## src/design/oflow_pkg.sv

```systemverilog
// shared widths, sizes and the controller enum for the tracking core
// one set holds up to pe_num boxes, a frame at most max_bboxes
// identity 0 is reserved and means no box on that lane
`default_nettype none

package oflow_pkg;

	// --------------------
	// sizes
	// --------------------
	localparam int pe_num     = 4;  // processing elements, also boxes per set
	localparam int max_bboxes = 8;  // two sets per frame at most

	// --------------------
	// field types
	// --------------------
	typedef logic [7:0]  coord_t;     // one box field
	typedef logic [31:0] bbox_t;      // x,y,w,h from msb down
	typedef logic [7:0]  id_t;        // tracking identity, 0 = none
	typedef logic [3:0]  weight_t;    // reg file weight
	typedef logic [15:0] score_t;     // lower is more similar
	typedef logic [2:0]  addr_t;      // buffer entry index
	typedef logic [2:0]  lane_cnt_t;  // valid boxes in a set, 1..4

	// --------------------
	// matching
	// --------------------
	// worst case score is 15*510 + 15*510, fits 16 bits
	localparam score_t match_th  = 16'd64;  // highest score still a match
	localparam score_t score_max = '1;      // clear value of running min

	// controller states
	typedef enum logic [1:0] {
		s_idle,   // wait for a set
		s_read,   // scan the previous frame
		s_drain,  // last read reaches the elements
		s_out     // ids on the output channel
	} core_state_t;

endpackage

`default_nettype wire

```

## src/design/oflow_pe.sv

```systemverilog
// one box-scoring element
// score = pos_w*(|dx|+|dy|) + size_w*(|dw|+|dh|), lower is closer
// strict compare keeps the lowest index on equal scores
`timescale 1ns/10ps
`default_nettype none

module oflow_pe import oflow_pkg::*; (
	input  logic    clk,
	input  logic    rst_n_i,
	input  bbox_t   bbox_i,          // current box of this lane
	input  logic    clear_i,         // new set accepted
	input  logic    prev_valid_i,
	input  bbox_t   prev_bbox_i,     // broadcast previous entry
	input  id_t     prev_id_i,
	input  weight_t pos_weight_i,
	input  weight_t size_weight_i,
	output logic    match_o,
	output id_t     match_id_o
);

	coord_t     dx;
	coord_t     dy;
	coord_t     dw;
	coord_t     dh;
	logic [8:0] pos_sum;     // |dx|+|dy|, up to 510
	logic [8:0] size_sum;
	score_t     score;
	score_t     best_score;  // running min

	function automatic coord_t abs_diff(input coord_t a, input coord_t b);
		return (a > b) ? (a - b) : (b - a);
	endfunction

	// --------------------
	// field differences
	// --------------------
	assign dx = abs_diff(bbox_i[31:24], prev_bbox_i[31:24]);
	assign dy = abs_diff(bbox_i[23:16], prev_bbox_i[23:16]);
	assign dw = abs_diff(bbox_i[15:8],  prev_bbox_i[15:8]);
	assign dh = abs_diff(bbox_i[7:0],   prev_bbox_i[7:0]);

	assign pos_sum  = {1'b0, dx} + {1'b0, dy};
	assign size_sum = {1'b0, dw} + {1'b0, dh};

	// weighted score, no overflow at 16 bits
	assign score = score_t'(pos_weight_i)  * score_t'(pos_sum)
	             + score_t'(size_weight_i) * score_t'(size_sum);

	// --------------------
	// running minimum
	// --------------------
	always_ff @(posedge clk) begin
		if (!rst_n_i) begin
			best_score <= score_max;
			match_id_o <= '0;
		end else if (clear_i) begin
			best_score <= score_max;   // start of every set
			match_id_o <= '0;
		end else if (prev_valid_i && (score < best_score)) begin
			best_score <= score;       // ties keep the earlier entry
			match_id_o <= prev_id_i;
		end
	end

	// score_max is above the threshold, so low after a clear
	assign match_o = (best_score <= match_th);

endmodule

`default_nettype wire

```

## src/design/oflow_mem_buffer.sv

```systemverilog
// two-bank frame store, one box and one id per entry
// reads come from the previous bank with one cycle latency
// writes go to the current bank, swap flips the banks on the same edge
`timescale 1ns/10ps
`default_nettype none

module oflow_mem_buffer import oflow_pkg::*; (
	input  logic      clk,
	input  logic      rst_n_i,
	input  logic      rd_en_i,
	input  addr_t     rd_addr_i,
	input  logic      wr_en_i,
	input  addr_t     wr_base_i,       // first entry of this set
	input  lane_cnt_t wr_count_i,      // lanes below this are written
	input  bbox_t     wr_bboxes_i [pe_num],
	input  id_t       wr_ids_i [pe_num],
	input  logic      swap_i,
	output bbox_t     rd_bbox_o,
	output id_t       rd_id_o,
	output logic      rd_valid_o
);

	bbox_t box_mem [2][max_bboxes];
	id_t   id_mem  [2][max_bboxes];
	logic  bank_sel;                  // bank holding the previous frame

	// bank select and read strobe
	always_ff @(posedge clk) begin
		if (!rst_n_i) begin
			bank_sel   <= 1'b0;
			rd_valid_o <= 1'b0;
		end else begin
			rd_valid_o <= rd_en_i;      // data follows request by one cycle
			if (swap_i)
				bank_sel <= ~bank_sel;  // current frame becomes previous
		end
	end

	// --------------------
	// storage
	// --------------------
	always_ff @(posedge clk) begin
		if (rd_en_i) begin
			rd_bbox_o <= box_mem[bank_sel][rd_addr_i];
			rd_id_o   <= id_mem[bank_sel][rd_addr_i];
		end
		if (wr_en_i) begin
			for (int l = 0; l < pe_num; l++) begin
				if (lane_cnt_t'(l) < wr_count_i) begin
					// old bank_sel here, so the last set lands in the new previous bank
					box_mem[~bank_sel][wr_base_i + addr_t'(l)] <= wr_bboxes_i[l];
					id_mem[~bank_sel][wr_base_i + addr_t'(l)]  <= wr_ids_i[l];
				end
			end
		end
	end

endmodule

`default_nettype wire

```

## src/design/oflow_id_assign.sv

```systemverilog
// identity assigner, combinational per lane
// fresh ids are handed out in lane order from a running counter
// counter starts at 1 and never wraps in normal use, kept below 255
`timescale 1ns/10ps
`default_nettype none

module oflow_id_assign import oflow_pkg::*; (
	input  logic      clk,
	input  logic      rst_n_i,
	input  lane_cnt_t set_count_i,
	input  logic      match_i [pe_num],
	input  id_t       match_ids_i [pe_num],
	input  logic      commit_i,          // output transfer
	output id_t       ids_o [pe_num]
);

	id_t       id_cnt;     // next fresh identity
	lane_cnt_t fresh_cnt;  // unmatched valid lanes in the set

	// --------------------
	// per lane choice
	// --------------------
	always_comb begin
		fresh_cnt = '0;
		for (int l = 0; l < pe_num; l++) begin
			ids_o[l] = '0;                         // unused lane
			if (lane_cnt_t'(l) < set_count_i) begin
				if (match_i[l]) begin
					ids_o[l] = match_ids_i[l];         // inherit
				end else begin
					ids_o[l]  = id_cnt + id_t'(fresh_cnt);  // fresh below this lane
					fresh_cnt = fresh_cnt + 1'b1;
				end
			end
		end
	end

	// counter moves only on commit, survives frame boundaries
	always_ff @(posedge clk) begin
		if (!rst_n_i)
			id_cnt <= id_t'(1);
		else if (commit_i)
			id_cnt <= id_cnt + id_t'(fresh_cnt);
	end

endmodule

`default_nettype wire

```

## src/design/oflow_core_fsm.sv

```systemverilog
// set controller of the tracking core
// frame ends with the set flagged last, the next set starts a new frame
// read length is the box count of the previous frame, 0 after reset
// the testbench keeps a frame at or below max_bboxes boxes
`timescale 1ns/10ps
`default_nettype none

module oflow_core_fsm import oflow_pkg::*; (
	input  logic        clk,
	input  logic        rst_n_i,
	input  logic        set_valid_i,
	input  bbox_t       bboxes_i [pe_num],
	input  lane_cnt_t   set_count_i,
	input  logic        last_set_i,
	input  logic        id_ready_i,
	output logic        set_ready_o,
	output logic        id_valid_o,
	output logic        done_frame_o,
	output bbox_t       cur_bboxes_o [pe_num],
	output lane_cnt_t   cur_count_o,
	output logic        clear_o,
	output logic        rd_en_o,
	output addr_t       rd_addr_o,
	output logic        commit_o,
	output addr_t       wr_base_o,
	output logic        swap_o,
	output logic [3:0]  prev_count_o   // up to 8 stored entries
);

	core_state_t state;
	logic        cur_last;             // set closes the frame
	logic [3:0]  frame_cnt;            // boxes committed so far this frame
	logic [$clog2(max_bboxes/pe_num)-1:0] set_idx;  // set number inside frame

	// --------------------
	// handshakes
	// --------------------
	assign set_ready_o = (state == s_idle);
	assign id_valid_o  = (state == s_out);
	assign clear_o     = set_valid_i & set_ready_o;  // accept edge
	assign commit_o    = id_valid_o & id_ready_i;    // output transfer edge
	assign swap_o      = commit_o & cur_last;
	assign rd_en_o     = (state == s_read);          // one read per cycle
	assign wr_base_o   = addr_t'(set_idx * pe_num);

	// control state
	always_ff @(posedge clk) begin
		if (!rst_n_i) begin
			state        <= s_idle;
			cur_count_o  <= '0;
			cur_last     <= 1'b0;
			rd_addr_o    <= '0;
			set_idx      <= '0;
			frame_cnt    <= '0;
			prev_count_o <= '0;
			done_frame_o <= 1'b0;
		end else begin
			done_frame_o <= swap_o;   // one cycle after the last transfer
			case (state)
				s_idle: begin
					if (set_valid_i) begin
						cur_count_o <= set_count_i;
						cur_last    <= last_set_i;
						rd_addr_o   <= '0;
						// nothing stored yet, go straight to drain
						state <= (prev_count_o == 4'd0) ? s_drain : s_read;
					end
				end
				s_read: begin
					if ({1'b0, rd_addr_o} == prev_count_o - 4'd1)
						state <= s_drain;           // last entry issued
					else
						rd_addr_o <= rd_addr_o + 1'b1;
				end
				s_drain: begin
					state <= s_out;                 // last data lands in the pe's
				end
				s_out: begin
					if (id_ready_i) begin
						state <= s_idle;
						if (cur_last) begin
							// stored entries of the frame just closed
							prev_count_o <= frame_cnt + {1'b0, cur_count_o};
							frame_cnt    <= '0;
							set_idx      <= '0;
						end else begin
							frame_cnt <= frame_cnt + {1'b0, cur_count_o};
							set_idx   <= set_idx + 1'b1;
						end
					end
				end
				default: state <= s_idle;
			endcase
		end
	end

	// set payload, loaded on accept only
	always_ff @(posedge clk) begin
		if (clear_o)
			cur_bboxes_o <= bboxes_i;
	end

endmodule

`default_nettype wire

```

## src/design/oflow_core.sv

```systemverilog
// top of the reduced box tracking core
// one set in flight at a time, each set sees the whole previous frame
// no conflict resolution, two boxes may inherit the same identity
// weights must stay stable while a set is in flight
`timescale 1ns/10ps
`default_nettype none

module oflow_core import oflow_pkg::*; (
	input  logic      clk,
	input  logic      rst_n_i,
	// set input channel
	input  logic      set_valid_i,
	input  bbox_t     bboxes_i [pe_num],
	input  lane_cnt_t set_count_i,
	input  logic      last_set_i,
	output logic      set_ready_o,
	// reg file
	input  weight_t   pos_weight_i,
	input  weight_t   size_weight_i,
	// identity output channel
	input  logic      id_ready_i,
	output logic      id_valid_o,
	output id_t       ids_o [pe_num],
	output logic      done_frame_o
);

	// --------------------
	// wires
	// --------------------
	bbox_t     cur_bboxes [pe_num];  // registered set
	lane_cnt_t cur_count;
	logic      clear;                // accept pulse to the elements
	logic      rd_en;
	addr_t     rd_addr;
	logic      commit;               // output transfer
	addr_t     wr_base;
	logic      swap;
	bbox_t     rd_bbox;              // broadcast previous entry
	id_t       rd_id;
	logic      rd_valid;
	logic      match [pe_num];
	id_t       match_ids [pe_num];

	// controller
	oflow_core_fsm oflow_core_fsm_i (
		.clk          (clk),
		.rst_n_i      (rst_n_i),
		.set_valid_i  (set_valid_i),
		.bboxes_i     (bboxes_i),
		.set_count_i  (set_count_i),
		.last_set_i   (last_set_i),
		.id_ready_i   (id_ready_i),
		.set_ready_o  (set_ready_o),
		.id_valid_o   (id_valid_o),
		.done_frame_o (done_frame_o),
		.cur_bboxes_o (cur_bboxes),
		.cur_count_o  (cur_count),
		.clear_o      (clear),
		.rd_en_o      (rd_en),
		.rd_addr_o    (rd_addr),
		.commit_o     (commit),
		.wr_base_o    (wr_base),
		.swap_o       (swap),
		.prev_count_o ()              // read length, used inside the fsm only
	);

	// previous/current frame store
	oflow_mem_buffer oflow_mem_buffer_i (
		.clk         (clk),
		.rst_n_i     (rst_n_i),
		.rd_en_i     (rd_en),
		.rd_addr_i   (rd_addr),
		.wr_en_i     (commit),
		.wr_base_i   (wr_base),
		.wr_count_i  (cur_count),
		.wr_bboxes_i (cur_bboxes),
		.wr_ids_i    (ids_o),        // final ids go back as next frame's history
		.swap_i      (swap),
		.rd_bbox_o   (rd_bbox),
		.rd_id_o     (rd_id),
		.rd_valid_o  (rd_valid)
	);

	// --------------------
	// processing elements
	// --------------------
	genvar i;
	generate
		for (i = 0; i < pe_num; i++) begin : pe_inst
			oflow_pe oflow_pe_i (
				.clk           (clk),
				.rst_n_i       (rst_n_i),
				.bbox_i        (cur_bboxes[i]),
				.clear_i       (clear),
				.prev_valid_i  (rd_valid),
				.prev_bbox_i   (rd_bbox),
				.prev_id_i     (rd_id),
				.pos_weight_i  (pos_weight_i),
				.size_weight_i (size_weight_i),
				.match_o       (match[i]),
				.match_id_o    (match_ids[i])
			);
		end
	endgenerate

	// inherited or fresh identity per lane
	oflow_id_assign oflow_id_assign_i (
		.clk         (clk),
		.rst_n_i     (rst_n_i),
		.set_count_i (cur_count),
		.match_i     (match),
		.match_ids_i (match_ids),
		.commit_i    (commit),
		.ids_o       (ids_o)
	);

endmodule

`default_nettype wire

```

## config.mk

```make
export PLATFORM = sky130hd
export DESIGN_NAME = oflow_core
export DESIGN_NICKNAME = d
export VERILOG_FILES = /design/src/design/oflow_pkg.sv /design/src/design/oflow_pe.sv /design/src/design/oflow_mem_buffer.sv /design/src/design/oflow_id_assign.sv /design/src/design/oflow_core_fsm.sv /design/src/design/oflow_core.sv
export SDC_FILE = /design/constraint.sdc
export NUM_CORES = 2
export LEC_CHECK = 0
export BUFFER_PORTS_ARGS = -buffer_cell sky130_fd_sc_hd__buf_2
export CAP_MARGIN = 20
export CORE_MARGIN = 2
export CORE_UTILIZATION = 35
export DETAILED_ROUTE_END_ITERATION = 10
export PLACE_DENSITY_LB_ADDON = 0.2
export SLEW_MARGIN = 5
export SYNTH_ARGS = -nofsm -noshare
export SYNTH_HDL_FRONTEND = slang
export SYNTH_SLANG_ARGS = --single-unit
```

## constraint.sdc

```tcl
create_clock -name clk -period 12.63 [get_ports clk]
set_input_delay 1.8945 -clock clk [delete_from_list [all_inputs] [get_ports clk]]
set_output_delay 1.8945 -clock clk [all_outputs]
set_load 0.05 [all_outputs]
```

==> results.md <==
- Tot GR Track Use: 0.2072
- Final instance area: 66040 um^2
- TNS Setup: 0 ps
- Total Die Area: approximately 170000 um^2
- Simple-gate share of the synthesized area: 0.08983
- DRC violations left: 0
- Antenna Violating Nets Remaining: 0
- Hold Path Class: register to register
- Dpl ws: ~2300 ps
- Worst setup EP type: register
- Final slew viol count: 0
- Fin worst setup slack: 2390 ps
- Die Y: a little over 400 um
- Sequential-to-total area share from yosys stat: 0.4512
- XOR/XNOR Fraction of Synth Area: 0.03004
- Post-synth net total: 5775
- Critical path type: register to register
- Vias in the first global route: around 39000
- CP peak stage delay: ~640 ps
- Startpoint Class: register
- Commonest cells in the synthesized netlist: edfxtp_1, inv_1, ha_1
- CP arrival: around 11000 ps
- DP HPWL: 129900 um
- Setup bufs post-CTS: 0
- CTS tree: yes
- Period minus WS final: between 10000 and 15000 ps
- IO Pins: ~180
- Via count: 38540
- Drt via density: 5.236
- Largest net degree at the start of global routing: between 80 and 90
- Core area: 167600 um^2
- Drt initial violations: 3406
- Hold-fix buffers, CTS: 0
- TritonCTS buffer count: approximately 100
- Worst endpoint required time: ~13000 ps
- Post-CTS resize count: 0
- Reg clk slew, reported paths: about 60 ps
- Post-Syn Instances: 4912
- CTS max path bufs: 3
- Seq cells post-synth: 930
- Worst skew pair latency: around 740 ps
- Layout cells sized above 1: 0.1405
- DRT Wirelength: roughly 180000 um
- First-pass detailed-route iteration total: 7
- Final Hold Fails: 0
- Synth Area in Compound Gates: 0.08962
- Skew final: between 30 and 40 ps
- Synth area leaders: edfxtp_1, ha_1, fa_1, mux4_2, dfxtp_1
- Gpl congestion: roughly 0.92
- Post-Synthesis Cell Area: slightly below 60000 um^2
- Max Cap Viol: 0
- Area Overhead vs Synth: 11.56%
- Outcome: finished clean
- Fillers: 15980
- Mux cell area share after synthesis: 0.1097
- Synth top area share: 0.4099
- Synthesized area per cell: between 10 and 15 um^2
- H-tree depth: 3
- Clock sinks: 930
- First-pass GRT wire length: between 200000 and 300000 um
- Slew HR: 0.2477
- Number of port buffers: approximately 180
- Rows: 150
- Final setup vio count: 0
- Starting Density: 0.3532
- Ys flop type: edfxtp_1
- Largest family of logic cells by synthesized area: adder cells
- RSZ-0062 raised after global routing: no
- Placed Area: around 63000 um^2
- Post-synth EDFFs: between 800 and 900
- Async SR Flop Fraction: 0
- Die width: between 400 and 500 um
- CTS root buf: clkbuf_16
- Tcrit/Tclk final: 0.8108
- Dominant cell type by area after synthesis: edfxtp_1
- Critical-path top delay cell: o31a_1
- Grt ovf: 0
- Worst-path fanout max: 10
- Nets: a little under 6000
- Adder-cell share of the synthesized area: 0.1819
- Synth cell types: 74
- Fmax: between 90 and 100 MHz
- WL per Instance: roughly 24 um
- YS warnings: 0
- Most frequent cell after synthesis: edfxtp_1
- Worst-margin pin slew: ~1100 ps
- Initial antenna violation count: 9
- Min Hold Slack: ~460 ps
worst max-delay path: cells and delay by family, from the launching register on:
family	cells	cell delay [ps]
AOI/OAI and AO/OA	16	3710
adders and majority gates	8	3360
muxes	2	730
DFF	1	630
and+or+nand+nor	3	570
xor gates and xnor gates	2	540
buffers and inverters	5	530
cells by family after synthesis:
group,after synthesis
compound gates,831
xor+xnor,203
fa+ha+maj,719
buf+inv,745
flops,930
mux,385
simple gates,1099
per-stage QoR:
step / util / instances
3_5_place_dp: 0.3742 / 7174
4_1_cts: 0.3940 / 7357
2_1_floorplan: - / 4912
5_1_grt: 0.3940 / 7359
3_3_place_gp: 0.3741 / 7173
6_report: 0.3940 / 7361
worst paths after layout:
| kind | start | slack (ps) | cells after the start | end |
|---|---|---|---|---|
| hold / removal | pe_inst[2].oflow_pe_i.match_id_o[3] | 460 | 2 | pe_inst[2].oflow_pe_i.match_id_o[3] |
| setup / recovery | oflow_mem_buffer_i.rd_bbox_o[25] | 2390 | 36 | pe_inst[3].oflow_pe_i.match_id_o[2] |
| setup reg to reg | oflow_mem_buffer_i.rd_bbox_o[25] | 2390 | 36 | pe_inst[3].oflow_pe_i.match_id_o[2] |
| hold reg to reg | pe_inst[2].oflow_pe_i.match_id_o[3] | 460 | 2 | pe_inst[2].oflow_pe_i.match_id_o[3] |
state kept, by name, summed over array words and instances (netlist names), 2 cells and up, named ones only:
name and count:
oflow_mem_buffer_i.box_mem 512, oflow_core_fsm_i.cur_bboxes_o 128, oflow_mem_buffer_i.id_mem 128, pe_inst.oflow_pe_i.best_score 60, oflow_mem_buffer_i.rd_bbox_o 32, pe_inst.oflow_pe_i.match_id_o 32
oflow_id_assign_i.id_cnt 8, oflow_mem_buffer_i.rd_id_o 8, oflow_core_fsm_i.frame_cnt 4, oflow_core_fsm_i.prev_count_o 4, oflow_core_fsm_i.cur_count_o 3, oflow_core_fsm_i.rd_addr_o 3
oflow_core_fsm_i.state 2
area by class of cell:
cell class                      instances  area, um^2  area share
Clock inverter                         60       631.9    0.009568
Clock buffer                          123        2684     0.04064
Multi-Input combinational cell       3237       29770      0.4508
Timing Repair Buffer                  232        1321     0.02001
Sequential cell                       930       26720      0.4046
Inverter                              571        2148     0.03253
Antenna cell                            4       10.01   0.0001516
Tap cell                             2204        2758     0.04176
metal layers:
metal,GRT usage,part of all wire,up-vias
met2,0.3523,0.49,948
met3,0.02453,0.047,210
met5,0,0,-
met1,0.2804,0.44,19640
met4,0.05264,0.023,0
li1,-,-,17740
layout by cell type (no fill, tap or decap), types with 12 or more instances in the layout:
cell type / instances
clkinv_2: 14
a21o_1: 92
o211ai_1: 53
clkinv_1: 18
mux4_2: 200
xnor2_1: 154
nor2b_1: 61
mux2i_1: 110
clkbuf_1: 18
mux2_2: 63
a211oi_1: 12
buf_4: 52
a21boi_0: 19
o21a_1: 18
dfxtp_1: 118
nor3_1: 38
buf_2: 178
o21ai_0: 278
nand3_1: 41
inv_1: 569
edfxtp_1: 808
nor2_1: 148
o22ai_2: 17
o21ai_1: 12
nand2_1: 447
clkbuf_16: 104
xor2_1: 49
o21bai_1: 43
fa_1: 236
ha_1: 482
a21oi_1: 221
nand2b_1: 27
nand4_1: 35
and2_1: 220
Power is not shown: default switching activity piles up to over one toggle a cycle in this logic, so the estimate is an artifact.
